==> src/hw/pdp8Pkg.sv <==
// Shared definitions for the cut-down PDP-8 processor.
// Machine words are 12 bits. Opcodes, operate bits and the IR fields
// follow standard PDP-8 numbering, with bit 0 as the LSB here.
package pdp8Pkg;

  localparam int wordW = 12;

  typedef logic [wordW-1:0] word_t;

  // Major opcodes in IR[11:9]
  localparam logic [2:0] opAnd = 3'd0;
  localparam logic [2:0] opTad = 3'd1;
  localparam logic [2:0] opIsz = 3'd2;
  localparam logic [2:0] opDca = 3'd3;
  localparam logic [2:0] opJms = 3'd4;
  localparam logic [2:0] opJmp = 3'd5;
  localparam logic [2:0] opIot = 3'd6;
  localparam logic [2:0] opOpr = 3'd7;

  // Memory reference fields
  localparam int indBit  = 8;
  localparam int pageBit = 7;
  localparam int offsetW = 7;

  // Accumulator unit strobe codes
  localparam logic [2:0] acNone   = 3'd0;
  localparam logic [2:0] acAnd    = 3'd1;
  localparam logic [2:0] acTad    = 3'd2;
  localparam logic [2:0] acDcaClr = 3'd3;
  localparam logic [2:0] acGrp1   = 3'd4;
  localparam logic [2:0] acGrp2   = 3'd5;

  typedef enum logic [2:0] {
    idle,
    fetch,
    defer,
    execute,
    writeBack
  } state_t;

  typedef enum logic [1:0] {
    showPc,
    showAc,
    showMem
  } dispSel_t;

endpackage
==> src/hw/accUnit.sv <==
// Accumulator and link. Group 1 runs CLA/CLL, CMA/CML, IAC, then rotate.
// Skip is combinational from the AC and link before any group 2 CLA
// and is only meaningful while the IR holds a group 2 word.
`timescale 1ns/100ps

module accUnit
  import pdp8Pkg::*;
(
  input  logic       clk,
  input  logic       rstN,
  input  logic [2:0] acOp,
  input  word_t      operand,
  input  word_t      ir,
  output word_t      ac,
  output logic       link,
  output logic       skip
);

  logic [wordW:0] sum;
  logic [wordW:0] lac;
  logic           skipCond;

  assign sum = {1'b0, ac} + {1'b0, operand};

  // SMA, SZA, SNL ored, IR[3] flips to SPA, SNA, SZL anded
  assign skipCond = (ir[6] & ac[wordW-1]) | (ir[5] & (ac == '0)) | (ir[4] & link);
  assign skip     = ir[3] ? ~skipCond : skipCond;

  // Group 1 on the 13-bit link:AC pair
  always_comb begin
    lac = {link, ac};
    if (ir[7]) begin
      lac[wordW-1:0] = '0;
    end
    if (ir[6]) begin
      lac[wordW] = 1'b0;
    end
    if (ir[5]) begin
      lac[wordW-1:0] = ~lac[wordW-1:0];
    end
    if (ir[4]) begin
      lac[wordW] = ~lac[wordW];
    end
    // Carry out of the AC lands in the link bit and flips it
    if (ir[0]) begin
      lac = lac + {{wordW{1'b0}}, 1'b1};
    end
    if (ir[3]) begin
      lac = {lac[0], lac[wordW:1]};
      if (ir[1]) begin
        lac = {lac[0], lac[wordW:1]};
      end
    end else if (ir[2]) begin
      lac = {lac[wordW-1:0], lac[wordW]};
      if (ir[1]) begin
        lac = {lac[wordW-1:0], lac[wordW]};
      end
    end
  end

  always_ff @(posedge clk or negedge rstN) begin
    if (!rstN) begin
      ac   <= '0;
      link <= 1'b0;
    end else begin
      case (acOp)
        acAnd:    ac <= ac & operand;
        acTad: begin
          ac   <= sum[wordW-1:0];
          link <= link ^ sum[wordW];
        end
        acDcaClr: ac <= '0;
        acGrp1:   {link, ac} <= lac;
        acGrp2: begin
          if (ir[7]) begin
            ac <= '0;
          end
        end
        default: ;
      endcase
    end
  end

endmodule

==> config.mk <==
export PLATFORM = sky130hd
export DESIGN_NAME = accUnit
export DESIGN_NICKNAME = d
export VERILOG_FILES = /design/src/hw/pdp8Pkg.sv /design/src/hw/accUnit.sv
export SDC_FILE = /design/constraint.sdc
export NUM_CORES = 1
export LEC_CHECK = 0
export BUFFER_PORTS_ARGS = -buffer_cell sky130_fd_sc_hd__buf_2
export CAP_MARGIN = 15
export CORE_MARGIN = 3
export CORE_UTILIZATION = 55
export DETAILED_ROUTE_END_ITERATION = 16
export HOLD_SLACK_MARGIN = 0.08
export PLACE_DENSITY = 0.78
export SKIP_LAST_GASP = 1
export SYNTH_ARGS = -nofsm -noshare
export SYNTH_HDL_FRONTEND = slang
export SYNTH_SLANG_ARGS = --single-unit
==> constraint.sdc <==
create_clock -name clk -period 3.36 [get_ports clk]
set_input_delay 0.168 -clock clk [delete_from_list [all_inputs] [get_ports clk]]
set_output_delay 0.168 -clock clk [all_outputs]
set_load 0.05 [all_outputs]
* Yosys cells after proc, flatten, opt, wreduce, memory -nomap -nowiden
Cells that the tools add are included.
** Operators by class
- Bitwise gates (word level) :: 10
- Add/sub/neg operators :: 2
- Magnitude comparators :: 0
- Equal/unequal tests :: 5
- Shift-type cells :: 0
- Div/mod/pow operators :: 0
- Reductions and logical operators :: 3
- Multiply operators :: 0
- Mux-type cells :: 12
** Operators by type and width (count)
- 13-bit two-way mux :: 5
- 12-bit one-hot mux with 5 select lines :: 1
- 12-bit two-way mux :: 2
- 12-bit by 12-bit adder with 13-bit output :: 1
- 13-bit by 1-bit adder with 13-bit output, second input constant :: 1
- 12-bit AND :: 1
- 12-bit logical NOT :: 1
- 12-bit inverter :: 1
- 3-bit by 2-bit equality test with 1-bit output, second input constant :: 2
- 3-bit equality test, second input constant :: 2
- 5-bit nonzero test :: 1
- 1-bit AND :: 3
- 3-bit by 1-bit equality test with 1-bit output, second input constant :: 1
- 1-bit two-way mux :: 3
- 1-bit inverter :: 2
- 1-bit OR :: 2
- 1-bit one-hot mux with 2 select lines :: 1
- 2-bit nonzero test :: 1
- 1-bit XOR :: 1
** Storage, ports and cells
- Bits in latches :: 0
- Register bits :: 13
- Word-level logic and storage cells :: 34
- ROM bits :: 0
- Bits in writable memories :: 0
- Input port bits :: 29
- Output and inout bits :: 14
- Memories kept :: 0

* Depth between registers and ports, before layout
Gate-level depths: netlist (run 1).
- Word-level depth :: 9
- Gate-level depth with buffers :: 12
- Mapped depth without buffers :: 10

* Worst setup path after synthesis (run 1)
No wires, ideal clock.
- Kind :: register to register
- Start point :: reg ac[0]
- End point :: reg ac[1]
- Period minus slack after synthesis :: 2.707 ns
- Data required time :: 3.232 ns
- Stages on the path, launching flop included :: 10
- Path slack :: 0.653 ns
- Arrival :: 2.579 ns
- Cell sequence :: dfrtp_1 > nor2b_1 > xnor2_1 > ha_1 > nand2_1 > a2111oi_4 > nand2_1 > xor2_1 > a211oi_1 > o31ai_1
** Between the ends
- Cells in the longest elaborated chain, start to end :: 9
- Elaborated cells on any way between the ends :: 11
- Those cells by class :: 2 x add/sub; 8 x mux; 1 x bitwise
** Ends and longest elaborated chain
- start, declared :: line accUnit.sv:14 : output word_t ac,
- start signal, assigned :: line accUnit.sv:67 : acAnd: ac <= ac & operand;
- start signal, assigned :: line accUnit.sv:69 : ac <= sum[wordW-1:0];
- start signal, assigned :: line accUnit.sv:73 : acGrp1: {link, ac} <= lac;
- 12-bit two-way mux
- 12-bit inverter :: line accUnit.sv:39 : lac[wordW-1:0] = ~lac[wordW-1:0];
- 12-bit two-way mux :: line accUnit.sv:38 : if (ir[5]) begin
- 13-bit by 1-bit adder with 13-bit output :: line accUnit.sv:46 : lac = lac + {{wordW{1'b0}}, 1'b1};
- 13-bit two-way mux :: line accUnit.sv:45 : if (ir[0]) begin
- 13-bit two-way mux :: line accUnit.sv:55 : if (ir[1]) begin
- 13-bit two-way mux :: line accUnit.sv:53 : end else if (ir[2]) begin
- 13-bit two-way mux :: line accUnit.sv:48 : if (ir[3]) begin
- 12-bit one-hot mux with 5 select lines * :: line accUnit.sv:66 : case (acOp)
Every way passes the cells marked *; elsewhere a longest branch is shown, timed or not.
A chain may end at the register's enable or synchronous reset.

* Worst setup path in the final report (run 1)
- Start point :: reg ac[0]
- End point :: reg ac[9]
The elaborated chain is that of the path after synthesis.

==> results of run 1 <==
## worst reg2reg max path, delay by kind of cell (launching register included)
| kind | cells | cell delay (ps) |
|---|---|---|
| flops | 1 | 480 |
| simple gates | 4 | 940 |
| xor+xnor | 1 | 160 |
| compound gates | 2 | 560 |
| mux | 1 | 430 |
| fa+ha+maj | 1 | 190 |
## cell usage in the layout (no fill, tap or decap), drive strengths merged, types with 4 or more instances in the layout
| master | n |
|---|---|
| xor2 | 4 |
| dfrtp | 13 |
| nor2 | 19 |
| nand2 | 44 |
| nand3 | 10 |
| a22oi | 6 |
| a31oi | 7 |
| o21bai | 6 |
| a211oi | 4 |
| o21ai | 27 |
| inv | 15 |
| o211ai | 9 |
| or3 | 5 |
| xnor2 | 21 |
| mux2i | 10 |
| a21oi | 26 |
| nor3 | 10 |
| clkbuf | 4 |
| ha | 13 |
| buf | 42 |
| o22ai | 6 |
| a211o | 5 |
| or2 | 6 |
| nor4 | 4 |
| nand2b | 11 |
| a221oi | 4 |
| o221ai | 6 |
| a21o | 4 |
| and3 | 4 |
| nor2b | 11 |
## area by class of cell
| class | instances | area (µm²) | share of cell area |
|---|---|---|---|
| clock buffer | 4 | 45.0 | 0.0150 |
| inverter | 17 | 63.8 | 0.0212 |
| sequential | 13 | 325 | 0.108 |
| timing repair buffer | 43 | 230 | 0.0766 |
| tap | 67 | 83.8 | 0.0279 |
| multi-input combinational | 328 | 2260 | 0.751 |
## logic make-up (layout without fill, tap and decap cells)
family,count (synthesis),count (layout),share of synthesized area
multiplexers,12,12,0.0446
adder cells (fa/ha/maj),14,14,0.0665
buffers and inverters,41,64,0.0597
AND/OR/NAND/NOR,131,131,0.239
XOR/XNOR,27,27,0.0961
flip-flops,13,13,0.118
AO/OA/AOI/OAI,144,144,0.375
## layer usage
| layer | vias to the layer above | global-route usage |
|---|---|---|
| li1 | 1500 | - |
| met1 | 1524 | 0.414 |
| met2 | 229 | 0.462 |
| met3 | 40 | 0.0599 |
| met4 | 0 | 0.138 |
| met5 | - | 0 |
## flip-flops by register name, summed over array words and instances, names as in the netlist
name  flops
link      1
ac       12
## power groups by stage
stage	registers, mW	logic [mW]	clock network, mW
after floorplan	0.366	0.632	0
after global placement	0.291	0.902	0
after detailed placement	0.294	0.921	0
after CTS	0.292	0.927	0.149
after global routing	0.301	1.02	0.156
final	0.297	0.940	0.149
## through the flow
stage	instances	util
2_1_floorplan	382	-
5_1_grt	472	0.628
3_5_place_dp	467	0.616
4_1_cts	472	0.628
6_report	472	0.628
3_3_place_gp	467	0.616
## worst paths after layout
| kind | start | to | cells past startpoint |
|---|---|---|---|
| max | ac[0] | ac[9] | 9 |
| min | rstN | ac[10] | 2 |
| max reg2reg | ac[0] | ac[9] | 9 |
| min reg2reg | link | link | 2 |
| max in group asynchronous | rstN | ac[1] | 2 |
| min in group clk | acOp[1] | ac[10] | 3 |
==> summary.md, run 1 <==
| Metric | Value |
|---|---|
| Met2 wire length | 3.97 mm |
| EDFF count, synth | 0 |
| Max stage delay on crit path | 480 ps |
| DR pass1 iterations | 5 |
| Class of the worst hold path | in -> async |
| Post-route ant nets | 0 |
| Total setup buffers inserted after CTS | 0 |
| Bufs and invs on worst path | 0 |
| Top layer in use | met4 |
| Critical Path Fanout Max | 8 |
| Total wire length | 9.02 mm |
| Crit Path Class | reg -> reg |
| Count leader, synth | nand2_1 |
| Final setup fails | 0 |
| Vias in the first global route | 3021 |
| DR iter-0 viols | 420 |
| Std cell rows | 25 |
| Dpl ws | 535 ps |
| Total power | 1.39 mW |
| # resized after CTS | 0 |
| Final worst clock skew | 0.686 ps |
| Met1 wire length | 3.70 mm |
| Post-Synthesis Cell Area | 2750 µm² |
| All-layer global routing usage | 0.304 |
| Main synth FF type | dfrtp_1 |
| Critical-path top delay cell | dfrtp_1 |
| Fraction of registers with async set/reset | 1.00 |
| Hold Vio Cnt, Final | 0 |
| Detail Placement HPWL | 6.80 mm |
| IO Count | 43 |
| Setup tns final | 0 ps |
| Count of clock tree sinks | 13 |
| Syn nets | 425 |
| CTS Buf Count | 3 |
| Final Net Count | 449 |
| Ys Warns | 0 |
| Status | finished, final reports clean |
| Psw | 0.756 mW |
| CP Cell Sequence | nor2b_1 -> xnor2_1 -> ha_1 -> nand2_1 -> nor3_1 -> mux2i_1 -> nor3_1 -> a311o_1 -> o31ai_1 |
| Synth cell types | 67 |
| Yosys top cell by area | dfrtp_1 |
| RD Place Congestion | 0.966 |
| Clock transition at the registers of the reported paths | 60 ps |
| Worst slew pin tran | 743 ps |
| Delay-heaviest family, CP | simple AND/OR/NAND/NOR gates |
| Area after DPL | 2950 µm² |
| N_diodes | 0 |
| Leakage | 1.24 nW |
| CTS Buffer Depth | 2 |
| P_int | 0.630 mW |
| First-pass GRT wire length | 14.8 mm |
| Register area share after synthesis | 0.118 |
| Initial cell density of the core | 0.574 |
| Reg2Reg Setup Slack | 510 ps |
| Layout cells sized above 1 | 0.148 |
| Vias | 3293 |
| Clock power share | 0.107 |
| Final instance area | 3010 µm² |
| Mapped Cells | 382 |
| Fmax | 0.351 GHz |
| MaxCap Viol Count | 0 |
| Worst slew margin | 0.503 |
| Filler cells | 470 |
| WHS | 366 ps |
| Synthesized area per cell | 7.19 µm² |
| CP required | 3510 ps |
| Largest net degree at the start of global routing | 29 |
| Synth top area share | 0.118 |
| Data arrival, critical path | 3000 ps |
| PD cells | 461 nW/µm² |
| Post-CTS Hold Buffers | 1 |
| Die Y | 76.7 µm |
| Power share of the sequential group | 0.214 |
| Comb pwr share | 0.679 |
| Crit start category | flop |
| DR DRC count | 0 |
| Max Slew Vio Count | 0 |
| DIE AREA | 5880 µm² |
| Routed vias/inst | 6.98 |
| VDD IR max | 0.354 mV |
| Clock Latency Late Sink | 250 ps |
| Met3 WL post-DR | 935 µm |
| CTS Root Cell | clkbuf_8 |
| Die width | 76.7 µm |
| Setup crit end kind | flop |
| IO Port Bufs | 38 |
| Initial antenna violation count | 0 |
| CTS tree | yes |
| Unrepaired setup endpoints after global routing | false |
| Drt wl/cell | 19.1 µm |
| Post-synth top cells | nand2_1, a21oi_1, o21ai_0 |
| H-tree depth | 1 |
| Crit path time final | 2850 ps |
| Switch share | 0.545 |
| Fin crit share | 0.848 |
| Area Growth Syn to Fin | 9.43% |
| Synth area leaders | dfrtp_1, xnor2_1, nand2_1 |
| Standard cell core area | 4790 µm² |
| Most used cell, CP | nor3_1 |
| #FFs+latches synth | 13 |
| Total congestion overflow | 0 |
| Final worst setup slack | 510 ps |
Power figures use the tool's default switching activity.
==> run 2, diff against run 1 <==
Clock period 3.36 ns to 2.79 ns, I/O delays scaled along.
==> summary.md, run 2 (same netlist as run 1, synthesis figures left out) <==
| Metric | Value |
|---|---|
| Status | finished, final reports clean (unchanged) |
| CP required | 2990 ps (was 3510 ps) |
| CTS tree | yes (unchanged) |
| Area Growth Syn to Fin | 13.9% (was 9.43%) |
| Largest register by flop count | ac (unchanged) |
| Final worst clock skew | 4.24 ps (was 0.686 ps) |
| Unrepaired setup endpoints after global routing | false (unchanged) |
| RD Place Congestion | 0.985 (was 0.966) |
| Routed vias/inst | 6.81 (was 6.98) |
| Vias in the first global route | 2963 (was 3021) |
| Total congestion overflow | 0 (unchanged) |
| Initial antenna violation count | 0 (unchanged) |
| Initial cell density of the core | 0.574 (unchanged) |
| Worst slew pin tran | 532 ps (was 743 ps) |
| Vias | 3315 (was 3293) |
| IO Count | 43 (unchanged) |
| First-pass GRT wire length | 14.7 mm (was 14.8 mm) |
| DR iter-0 viols | 398 (was 420) |
| CTS Buffer Depth | 2 (unchanged) |
| Total wire length | 8.84 mm (was 9.02 mm) |
| Max stage delay on crit path | 390 ps (was 480 ps) |
| DR DRC count | 0 (unchanged) |
| All-layer global routing usage | 0.303 (was 0.304) |
| Die width | 76.7 µm (unchanged) |
| Delay-heaviest family, CP | compound AO/OA/AOI/OAI gates (was simple AND/OR/NAND/NOR gates) |
| Die Y | 76.7 µm (unchanged) |
| Data arrival, critical path | 2790 ps (was 3000 ps) |
| Crit start category | flop (unchanged) |
| VDD IR max | 0.426 mV (was 0.354 mV) |
| Setup tns final | 0 ps (unchanged) |
| CTS Buf Count | 3 (unchanged) |
| Final setup fails | 0 (unchanged) |
| Hold Vio Cnt, Final | 0 (unchanged) |
| Bufs and invs on worst path | 2 (was 0) |
| CTS Root Cell | clkbuf_8 (unchanged) |
| Count of clock tree sinks | 13 (unchanged) |
| PD cells | 556 nW/µm² (was 461 nW/µm²) |
| Clock Latency Late Sink | 260 ps (was 250 ps) |
| Detail Placement HPWL | 6.80 mm (about the same) |
| DR pass1 iterations | 5 (unchanged) |
| Class of the worst hold path | in -> async (unchanged) |
| Final cell count without fillers | 487 (was 472) |
| Most frequent cells in the layout | nand2_1, buf_2, a21oi_1 (unchanged) |
| Drt wl/cell | 18.1 µm (was 19.1 µm) |
| Std cell rows | 25 (unchanged) |
| Total power | 1.74 mW (was 1.39 mW) |
| MaxCap Viol Count | 0 (unchanged) |
| Critical Path Fanout Max | 5 (was 8) |
| Crit Path Class | reg -> reg (unchanged) |
| R2r startpoint | ac[1] (was ac[0]) |
| Fmax | 0.385 GHz (was 0.351 GHz) |
| Standard cell core area | 4790 µm² (unchanged) |
| H-tree depth | 1 (unchanged) |
| Regs by FF count | ac x12, link x1 (unchanged) |
| Dpl ws | 183 ps (was 535 ps) |
| Post-Place Cells | 482 (was 467) |
| Fin crit share | 0.930 (was 0.848) |
| Reg2Reg Setup Slack | 200 ps (was 510 ps) |
| IO Port Bufs | 38 (unchanged) |
| Layout cells sized above 1 | 0.183 (was 0.148) |
| Crit path time final | 2590 ps (was 2850 ps) |
| Clock transition at the registers of the reported paths | 70 ps (was 60 ps) |
| Final Util | 0.654 (was 0.628) |
| Most used cell, CP | buf_4 (was nor3_1) |
| Total setup buffers inserted after CTS | 0 (unchanged) |
| Commonest non-fill, non-tap cell in the layout | nand2_1 (unchanged) |
| N_diodes | 0 (unchanged) |
| Worst slew margin | 0.643 (was 0.503) |
| Leakage | 1.31 nW (was 1.24 nW) |
| Max reg flops | 12 (unchanged) |
| DIE AREA | 5880 µm² (unchanged) |
| Final worst setup slack | 195 ps (was 510 ps) |
| Final Net Count | 464 (was 449) |
| Max Slew Vio Count | 0 (unchanged) |
| Critical path origin | ac[1] (was ac[0]) |
| Critical-path top delay cell | dfrtp_1 (unchanged) |
| Setup crit end kind | flop (unchanged) |
| CP Cell Sequence | nor2b_1 -> xnor2_1 -> ha_1 -> nand2_1 -> buf_4 -> o41ai_1 -> buf_4 -> o221ai_1 -> a311oi_1 -> a211o_1 (was nor2b_1 -> xnor2_1 -> ha_1 -> nand2_1 -> nor3_1 -> mux2i_1 -> nor3_1 -> a311o_1 -> o31ai_1) |
| Post-route ant nets | 0 (unchanged) |
| Largest net degree at the start of global routing | 29 (unchanged) |
==> run 2: changes by cell type in the layout (fill, tap and decap cells not counted) <==
cell	before	now
buf_4	4	19
a2111oi_0	1	0
a2111oi_1	0	1
a31oi_1	7	6
a31oi_2	0	1
nor2b_1	11	10
nor2b_2	0	1
o21ai_0	25	24
o21ai_1	2	3
==> run 2: routing by layer <==
| metal | up-vias | GRT usage | share of wire |
|---|---|---|---|
| met5 | - | 0 | 0 |
| met4 | 0 | 0.143 | 0.046 |
| met3 | 36 | 0.0387 | 0.079 |
| met1 | 1552 | 0.419 | 0.43 |
| li1 | 1530 | - | - |
| met2 | 197 | 0.467 | 0.44 |
==> run 2: through the flow <==
| step | hold slack, ps | area [µm²] |
|---|---|---|
| 6_report | 320 | 3130 |
| 5_1_grt | 348 | 3130 |
| 4_1_cts | 306 | 3120 |
| 3_5_place_dp | 65.7 | 3060 |
| 3_3_place_gp | 59.9 | 3060 |
| 2_1_floorplan | -156 | 2750 |
==> run 2: final timing paths <==
path	endpoint	cells past startpoint
setup / recovery	ac[8]	10
hold / removal	ac[6]	2
setup reg to reg	ac[8]	10
hold reg to reg	ac[2]	1
max in group asynchronous	ac[8]	2
min in group clk	ac[10]	3
==> run 2: final cells by class <==
cell class	instances	area (µm²)
Inverter	17	63.8
Multi-Input combinational cell	328	2270
Tap cell	67	83.8
Timing Repair Buffer	58	343
Fill cell	438	1660
Sequential cell	13	325
Clock buffer	4	45.0
==> run 2: repair_timing <==
action | 4_1_cts | 5_1_grt
hold buffers | 1 | 0
endpoints found under the hold margin | 13 | 0
gates resized for setup | 0 | 4
setup endpoints to repair | 0 | 4
==> run 2: where the power goes <==
| group | internal, mW | switching [mW] |
|---|---|---|
| clock | 0.102 | 0.0887 |
| combinational | 0.477 | 0.764 |
| sequential | 0.231 | 0.0748 |
| total | 0.810 | 0.927 |
